<file path="src/rtl/debug_mem_bridge_pkg.sv">
/* Shared definitions for the debug memory bridge with its memory map,
   meaningful widths and the state encodings of the ports and arbiter */
package debug_mem_bridge_pkg;

  // ============================================================
  // Widths
  // ============================================================

  // Instruction or data word
  typedef logic [31:0] word_t;

  // Byte address as seen by the core
  typedef logic [31:0] addr_t;

  // Word index into one 4K-word RAM from core address bits 13:2
  typedef logic [11:0] ram_index_t;

  // Debug module APB address as the low 13 bits of a core address
  typedef logic [12:0] apb_addr_t;

  // ============================================================
  // Memory map
  // ============================================================

  localparam int RAM_DEPTH = 4096;

  // Debug area with both bounds inclusive
  localparam addr_t DEBUG_BASE = 32'h0000_0800;
  localparam addr_t DEBUG_LAST = 32'h0000_0FFF;

  // addi x0, x0, 0
  localparam word_t NOP_WORD = 32'h0000_0013;

  // ============================================================
  // State encodings
  // ============================================================

  // Request holding in fetch and data ports
  typedef enum logic {
    PORT_IDLE,
    PORT_WAIT
  } port_state_t;

  // External APB master phases
  typedef enum logic [1:0] {
    ARB_IDLE,
    ARB_SETUP,
    ARB_ACCESS
  } arb_state_t;

endpackage

</file>
<file path="src/rtl/apb_arbiter.sv">
/* Two-port arbiter and APB master toward the external debug module that grants
   the data port first and runs one setup and one access phase per transfer */
module apb_arbiter (
  input  logic                            clk,
  input  logic                            reset_n,
  input  logic                            i_fetch_req,
  input  debug_mem_bridge_pkg::apb_addr_t i_fetch_addr,
  input  logic                            i_data_req,
  input  debug_mem_bridge_pkg::apb_addr_t i_data_addr,
  input  logic                            i_data_write,
  input  debug_mem_bridge_pkg::word_t     i_data_wdata,
  output logic                            o_fetch_done,
  output logic                            o_data_done,
  output debug_mem_bridge_pkg::word_t     o_rdata,
  output debug_mem_bridge_pkg::apb_addr_t o_apb_paddr,
  output logic                            o_apb_psel,
  output logic                            o_apb_penable,
  output logic                            o_apb_pwrite,
  output debug_mem_bridge_pkg::word_t     o_apb_pwdata,
  input  logic                            i_apb_pready,
  input  debug_mem_bridge_pkg::word_t     i_apb_prdata
);

  debug_mem_bridge_pkg::arb_state_t state;
  debug_mem_bridge_pkg::apb_addr_t  paddr_q;
  debug_mem_bridge_pkg::word_t      pwdata_q;

  logic pwrite_q;
  logic grant_data;
  logic take_data;
  logic take_fetch;
  logic finish;

  // Grant decision as seen in idle only
  assign take_data  = (state == debug_mem_bridge_pkg::ARB_IDLE) && i_data_req;
  assign take_fetch = (state == debug_mem_bridge_pkg::ARB_IDLE) && !i_data_req &&
                      i_fetch_req;

  // ============================================================
  // Phase sequencing
  // ============================================================

  always_ff @(posedge clk or negedge reset_n)
  begin
    if (!reset_n)
    begin
      state      <= debug_mem_bridge_pkg::ARB_IDLE;
      grant_data <= 1'b0;
      pwrite_q   <= 1'b0;
    end
    else
    begin
      case (state)
        debug_mem_bridge_pkg::ARB_IDLE:
          if (take_data || take_fetch)
          begin
            state      <= debug_mem_bridge_pkg::ARB_SETUP;
            grant_data <= take_data;
            pwrite_q   <= take_data && i_data_write;
          end
        debug_mem_bridge_pkg::ARB_SETUP:
          state <= debug_mem_bridge_pkg::ARB_ACCESS;
        debug_mem_bridge_pkg::ARB_ACCESS:
          if (i_apb_pready)
            state <= debug_mem_bridge_pkg::ARB_IDLE;
        default:
          state <= debug_mem_bridge_pkg::ARB_IDLE;
      endcase
    end
  end

  // Granted address and write data held through wait states
  always_ff @(posedge clk)
  begin
    if (take_data)
    begin
      paddr_q  <= i_data_addr;
      pwdata_q <= i_data_wdata;
    end
    else if (take_fetch)
      paddr_q <= i_fetch_addr;
  end

  // ============================================================
  // APB outputs and completion
  // ============================================================

  assign o_apb_psel    = (state != debug_mem_bridge_pkg::ARB_IDLE);
  assign o_apb_penable = (state == debug_mem_bridge_pkg::ARB_ACCESS);
  assign o_apb_paddr   = paddr_q;
  assign o_apb_pwrite  = pwrite_q;
  assign o_apb_pwdata  = pwdata_q;

  assign finish = (state == debug_mem_bridge_pkg::ARB_ACCESS) && i_apb_pready;

  // Only the granted port sees done
  assign o_data_done  = finish && grant_data;
  assign o_fetch_done = finish && !grant_data;
  assign o_rdata      = i_apb_prdata;

endmodule

</file>
<file path="config.mk">
export PLATFORM = sky130hd
export DESIGN_NAME = apb_arbiter
export DESIGN_NICKNAME = d
export VERILOG_FILES = /design/src/rtl/debug_mem_bridge_pkg.sv /design/src/rtl/apb_arbiter.sv
export SDC_FILE = /design/constraint.sdc
export NUM_CORES = 1
export LEC_CHECK = 0
export BUFFER_PORTS_ARGS = -buffer_cell sky130_fd_sc_hd__buf_2
export CELL_PAD_IN_SITES_DETAIL_PLACEMENT = 1
export CELL_PAD_IN_SITES_GLOBAL_PLACEMENT = 2
export CORE_MARGIN = 2
export CORE_UTILIZATION = 21
export CTS_CLUSTER_DIAMETER = 30
export DETAILED_ROUTE_END_ITERATION = 8
export HOLD_SLACK_MARGIN = 0.08
export MAX_ROUTING_LAYER = met4
export PLACE_DENSITY_LB_ADDON = 0.1
export SLEW_MARGIN = 0
export SYNTH_ARGS = -nofsm -noshare
export SYNTH_HDL_FRONTEND = slang
export SYNTH_SLANG_ARGS = --single-unit
</file>
<file path="constraint.sdc">
create_clock -name clk -period 2.2 [get_ports clk]
set_clock_uncertainty 0.05 [all_clocks]
set_input_delay 0.22 -clock clk [delete_from_list [all_inputs] [get_ports clk]]
set_output_delay 0.22 -clock clk [all_outputs]
set_load 0.1 [all_outputs]
</file>
==> results of run 1 <==
-- where the power goes --
group / leakage, uW / switching (uW) / internal, uW
logic: 0.000719 / 1990 / 365
registers: 0.000472 / 71.7 / 1330
clock network: 0.0000543 / 320 / 341
total: 0.00125 / 2380 / 2040
-- cell type report --
cell class	count	area (um^2)
Fill cell	1012	6330
Sequential cell	49	1450
Timing Repair Buffer	148	913
Multi-Input combinational cell	26	260
Tap cell	129	161
Clock buffer	5	68.8
Clock inverter	3	46.3
Inverter	3	11.3
-- routing by layer --
layer / part of all wire [%] / GRT usage [%] / wire length, um
met1: 43 / 11.2 / 2190
met2: 45 / 16.3 / 2300
met3: 9.7 / 3.52 / 493
met4: 1.4 / 3.85 / 73
met5: 0 / - / 0
-- Yosys cell counts (all sizes together) --
library cell  instances  area (um^2)
a21o                  1         8.76
and2                  1         8.76
and2b                 1         8.76
and3                  1         6.26
buf                  34          272
dfrtp                 4          100
edfxtp               45         1350
inv                   3         11.3
mux2                 13          173
nand2                 2         7.51
nand2b                1         6.26
nor2                  2         10.0
o21a                  2         15.0
o21ai                 1         5.00
o2bb2ai               1         8.76
-- timing repair --
action,4_1_cts,5_1_grt
buffers inserted,0,0
hold buffers,34,0
hold endpoints to repair,37,0
-- worst max path at each step --
| stage | to | slack [ns] | cells after the start |
|---|---|---|---|
| finish | o_data_done | 0.39 | 3 |
| global route | o_apb_pwdata[31]$_DFFE_PN_ | 0.27 | 3 |
| CTS | o_apb_pwdata[30]$_DFFE_PN_ | 0.35 | 3 |
| detailed placement | o_apb_pwdata[0]$_DFFE_PN_ | 0.37 | 3 |
| global placement | o_apb_pwdata[12]$_DFFE_PN_ | 0.45 | 3 |
| floorplan | o_fetch_done | 0.07 | 3 |
-- per-stage QoR --
| step | instances | worst slack (ns) | power [uW] | area (um^2) | hold slack [ns] |
|---|---|---|---|---|---|
| 3_3_place_gp | 321 | 0.446 | 3730 | 2460 | -0.0151 |
| 2_1_floorplan | 112 | 0.0654 | 3690 | 1990 | -0.126 |
| 4_1_cts | 363 | 0.350 | 4480 | 2910 | 0.113 |
| 3_5_place_dp | 321 | 0.372 | 3750 | 2460 | -0.0181 |
| 5_1_grt | 363 | 0.271 | 4600 | 2910 | 0.116 |
| 6_report | 363 | 0.386 | 4420 | 2910 | 0.123 |
-- worst register-to-register path: cells and delay by family (launching register included) --
kind                   cells  cell delay (ns)
buffers and inverters      1             0.42
flip-flops                 1             0.41
AND/OR/NAND/NOR            2             0.56
-- state kept, by name, summed over array words and instances, names as in the netlist --
register      flops
o_apb_pwdata     32
state             2
grant_data        1
o_apb_paddr      13
o_apb_pwrite      1
-- cell families after synthesis --
kind of cell / count (synthesis)
DFF: 49
buffers and inverters: 37
AOI/OAI and AO/OA: 5
and+or+nand+nor: 8
muxes: 13
==> results.ini, run 1 <==
[synth]
ys_types = 19
synth-xor-area-share_pct = 0
synth_cells = 112
ys_seq_area_share_pct = 72.9
synth_compound_area_share_pct = 1.88
synth_top_family_by_area = buffers and inverters
synth-simple-area-share_pct = 2.39
yosysWarnings = 0
ys_ff_latch = 49
syn_nets = 208
synthAdderAreaFrac_pct = 0
synthMuxAreaShare_pct = 8.67
synth_area_mm2 = 0.00199
avgSynthCellArea_um2 = 17.8

[setup_path]
critPathArrivalTime_ns = 1.54
cp_max_fo = 4
crit_chain = and2b_2 > and3_1 > buf_2
end_kind = output port
critPathLaunch = state[0]$_DFFE_PN0P_
r2r_end = o_apb_pwdata[28]$_DFFE_PN_
r2r-start = state[0]$_DFFE_PN0P_
slowest_stage = buf_2
critical_path_required_ns = 1.93
critPathTopFamily = buffers and inverters
start_kind = flop
path_buf_inv = 1
critPathMaxStageDelay_ns = 0.42
r2r_setup_slack_ns = 0.40
reg2reg_depth = 3
path_class = flop to output port

[clock_network]
postCtsResizedCells = 0
clockBufferDepth = 2
path_clk_slew_ns = 0.10
cts_tree = built
cts_max_level = 2
cts_sinks = 49
clock_latency_ns = 0.30
cts_root_buf = clkbuf_8
numCtsBuffers = 5

[detailed_routing]
dr.pass1.iters = 4
drc = 0
wl_per_cell_um = 13.9
finalWirelength_mm = 5.06
drt_iter0_drc = 12
vias = 1340
postRouteAntennaNets = 0
via_per_inst = 3.69

[timing]
max_slew_margin_pct = 54.6
hold_viol_final = 0
rsz0062_at_grt = false
post-route-period-util_pct = 82.4
fin_crit_ns = 1.81
fmax_mhz = 551
slew_viol_final = 0
finalSetupViolations = 0
tightest_slew_ns = 0.682
setup_tns_ns = 0

[floorplanning]
pin_count = 178
dieArea_mm2 = 0.0103
rows = 35
dieWidth_um = 101
design.core.area_mm2 = 0.00924
start_util_pct = 21.6
die_y_um = 101

[cells_and_area]
final_core_util_pct = 31.5
antenna_cells = 0
final_common_cell = buf_2
area_delta_synth_final_pct = 46.2
drive_gt1_share_pct = 59.8
final_cell_mix = buf_2, edfxtp_1, dlygate4sd3_1, mux2_4, mux2_2
nets = 329

[worst_hold_path]
holdPathStages = 2
hold-path-endpoint = state[0]$_DFFE_PN0P_
min-delay-start = i_fetch_req
min_path_type = primary input to flop

[grt]
grt_pass1_vias = 1499
antenna_found_initial = 0
grt.total_usage_pct = 9.97
grt_pass1_wl_mm = 7.53
grt-ovfl-total = 0
grt_max_degree = 31

[pwr]
power_density_mw_per_mm2 = 1520
power.leakage_uw = 0.00125
ir_drop_mv = 0.745

[outcome]
outcome = finished, final reports clean

[placement]
gp_congestion = 0.693
hpwl_mm = 3.61
port_buffers = 113

[run]
maxCapViolCount = 0

Power figures use the tool's default switching activity.
==> run 2, diff against run 1 <==
clock period = 1.82 ns   (was 2.2 ns; I/O delays follow)
==> results.ini, run 2 (synthesis results as in run 1) <==
[clock_network]
path_clk_slew_ns = 0.09  ; about the same
cts_tree = built
clock_latency_ns = 0.30  ; about the same
cts_sinks = 49  ; unchanged
clockBufferDepth = 2  ; unchanged
cts_root_buf = clkbuf_8
cts_max_level = 2  ; unchanged
numCtsBuffers = 5  ; unchanged

[floorplanning]
design.core.area_mm2 = 0.00924  ; unchanged
pin_count = 178  ; unchanged
start_util_pct = 21.6  ; unchanged
dieWidth_um = 101  ; unchanged
die_y_um = 101  ; unchanged
rows = 35  ; unchanged
dieArea_mm2 = 0.0103  ; unchanged

[setup_path]
path_class = flop to output port
critPathArrivalTime_ns = 1.44  ; -0.10 ns
path_buf_inv = 1  ; unchanged
end_kind = output port
crit_chain = and2b_2 > and3_2 > clkbuf_4
start_kind = flop
critical_path_required_ns = 1.59  ; -0.34 ns
slowest_stage = dfrtp_1
critPathMaxStageDelay_ns = 0.41  ; about the same
cp_max_fo = 4  ; unchanged
critPathTopFamily = simple AND/OR/NAND/NOR gates

[timing]
fin_crit_ns = 1.67
finalSetupViolations = 0  ; unchanged
setup_tns_ns = 0  ; unchanged
tightest_slew_ns = 0.508  ; -0.173 ns
max_slew_margin_pct = 66.4  ; +12 points
slew_viol_final = 0  ; unchanged
whs_ns = 0.122  ; -0.000633 ns
hold_viol_final = 0  ; unchanged
rsz0062_at_grt = false
post-route-period-util_pct = 91.9
fmax_mhz = 598

[grt]
grt_pass1_wl_mm = 7.56  ; +0.37%
grt_max_degree = 30  ; -3.2%
antenna_found_initial = 0  ; unchanged
grt-ovfl-total = 0  ; unchanged
grt.total_usage_pct = 9.94  ; -0.028 points
grt_pass1_vias = 1487  ; -0.80%

[cells_and_area]
stdcell_area_mm2 = 0.00297  ; +2.0%
regArea_mm2 = 0.00145  ; unchanged
fillCellCount = 1003  ; -0.89%
area_delta_synth_final_pct = 49.2
antenna_cells = 0  ; unchanged
largest_reg_flops = 32  ; unchanged
multi_input_comb_area_um2 = 267  ; +2.4%
final_cell_mix = buf_2, edfxtp_1, dlygate4sd3_1, mux2_4, mux2_2
drive_gt1_share_pct = 60.1  ; +0.25 points
nets = 333  ; +1.2%
final_core_util_pct = 32.2  ; +0.64 points
final_common_cell = buf_2

[placement]
port_buffers = 113  ; unchanged
hpwl_mm = 3.50  ; -3.1%
gp_congestion = 0.684  ; -1.3%
dpl_cell_area_mm2 = 0.00249  ; +1.4%

[detailed_routing]
via_per_inst = 3.69  ; about the same
finalWirelength_mm = 5.05  ; -0.22%
wl_per_cell_um = 13.8  ; -1.3%
drc = 0  ; unchanged
drt_iter0_drc = 15  ; +3
vias = 1355  ; +1.1%
postRouteAntennaNets = 0  ; unchanged
dr.pass1.iters = 4  ; unchanged

[pwr]
p_int_uw = 2530  ; +24%
p_comb_share_pct = 54.0  ; +0.8 points
ir_drop_mv = 0.796  ; +6.8%
clock_power_share_pct = 14.6  ; -0.4 points
power.leakage_uw = 0.00127  ; +1.7%
p_sw_share_pct = 53.2  ; -0.66 points
seq_power_share_pct = 31.4  ; -0.4 points
power_density_mw_per_mm2 = 1820  ; +20%
p_sw_uw = 2870  ; +21%

[outcome]
outcome = finished, final reports clean

[worst_hold_path]
min_path_type = primary input to flop

[run]
maxCapViolCount = 0  ; unchanged

run 2: cell types whose count changed in the layout (fill, tap and decap cells not counted):
cell	previous run	this run
nor2_2	2	1
and3_1	1	0
nor2_4	0	1
buf_2	113	111
dlygate4sd3_1	34	36
clkbuf_4	0	2
buf_12	0	1
buf_4	1	2
and3_2	0	1
run 2: layout make-up:
type | count | share of cell area, %
multi-input combinational | 26 | 8.97
timing repair buffer | 152 | 32.5
sequential | 49 | 48.8
clock buffer | 5 | 2.32
tap | 129 | 5.43
inverter | 3 | 0.379
clock inverter | 3 | 1.56
run 2: path summary, 6_finish.rpt:
kind                                       from                        to  slack (ns)  cells after the start
max                        state[0]$_DFFE_PN0P_               o_data_done        0.15                      3
min                                i_apb_pready      state[1]$_DFFE_PN0P_        0.12                      3
max reg2reg                state[0]$_DFFE_PN0P_  o_apb_paddr[4]$_DFFE_PP_        0.24                      3
min reg2reg                state[1]$_DFFE_PN0P_      state[1]$_DFFE_PN0P_        0.45                      1
max in group asynchronous               reset_n  o_apb_pwrite$_DFFE_PN0P_        1.45                      2
min in group asynchronous               reset_n    grant_data$_DFFE_PN0P_        0.15                      2
run 2: metrics by stage:
step | total power, uW | setup WS [ns] | instances
after floorplan | 4470 | -0.0117 | 112
after global placement | 4560 | 0.279 | 323
after detailed placement | 4580 | 0.212 | 323
after CTS | 5480 | 0.0227 | 367
after global routing | 5620 | 0.0749 | 367
final | 5410 | 0.148 | 367
run 2: tightest hold or removal path: stages:
cell and delay (ns):
buf_2 0.09, nand2b_1 0.09, o21ai_0 0.07
run 2: what timing repair did:
action | 4_1_cts | 5_1_grt
gates resized for setup | 0 | 2
setup endpoints to repair | 0 | 2
hold endpoints to repair | 38 | 0
setup buffers | 0 | 0
hold buffers | 36 | 0
run 2: metal layers:
metal / track usage, % / wire length [um] / vias up
met5: - / 0 / -
met4: 3.22 / 44 / 0
met3: 3.93 / 481 / 8
met2: 17.0 / 2530 / 113
met1: 10.5 / 1990 / 619
li1: - / - / 615
run 2: power groups by stage:
| stage | registers (uW) | clock network (uW) | logic (uW) |
|---|---|---|---|
| 4_1_cts | 1700 | 839 | 2940 |
| 6_report | 1700 | 789 | 2920 |
| 5_1_grt | 1730 | 865 | 3020 |
| 3_3_place_gp | 1720 | 0 | 2850 |
| 3_5_place_dp | 1720 | 0 | 2860 |
| 2_1_floorplan | 3490 | 0 | 980 |
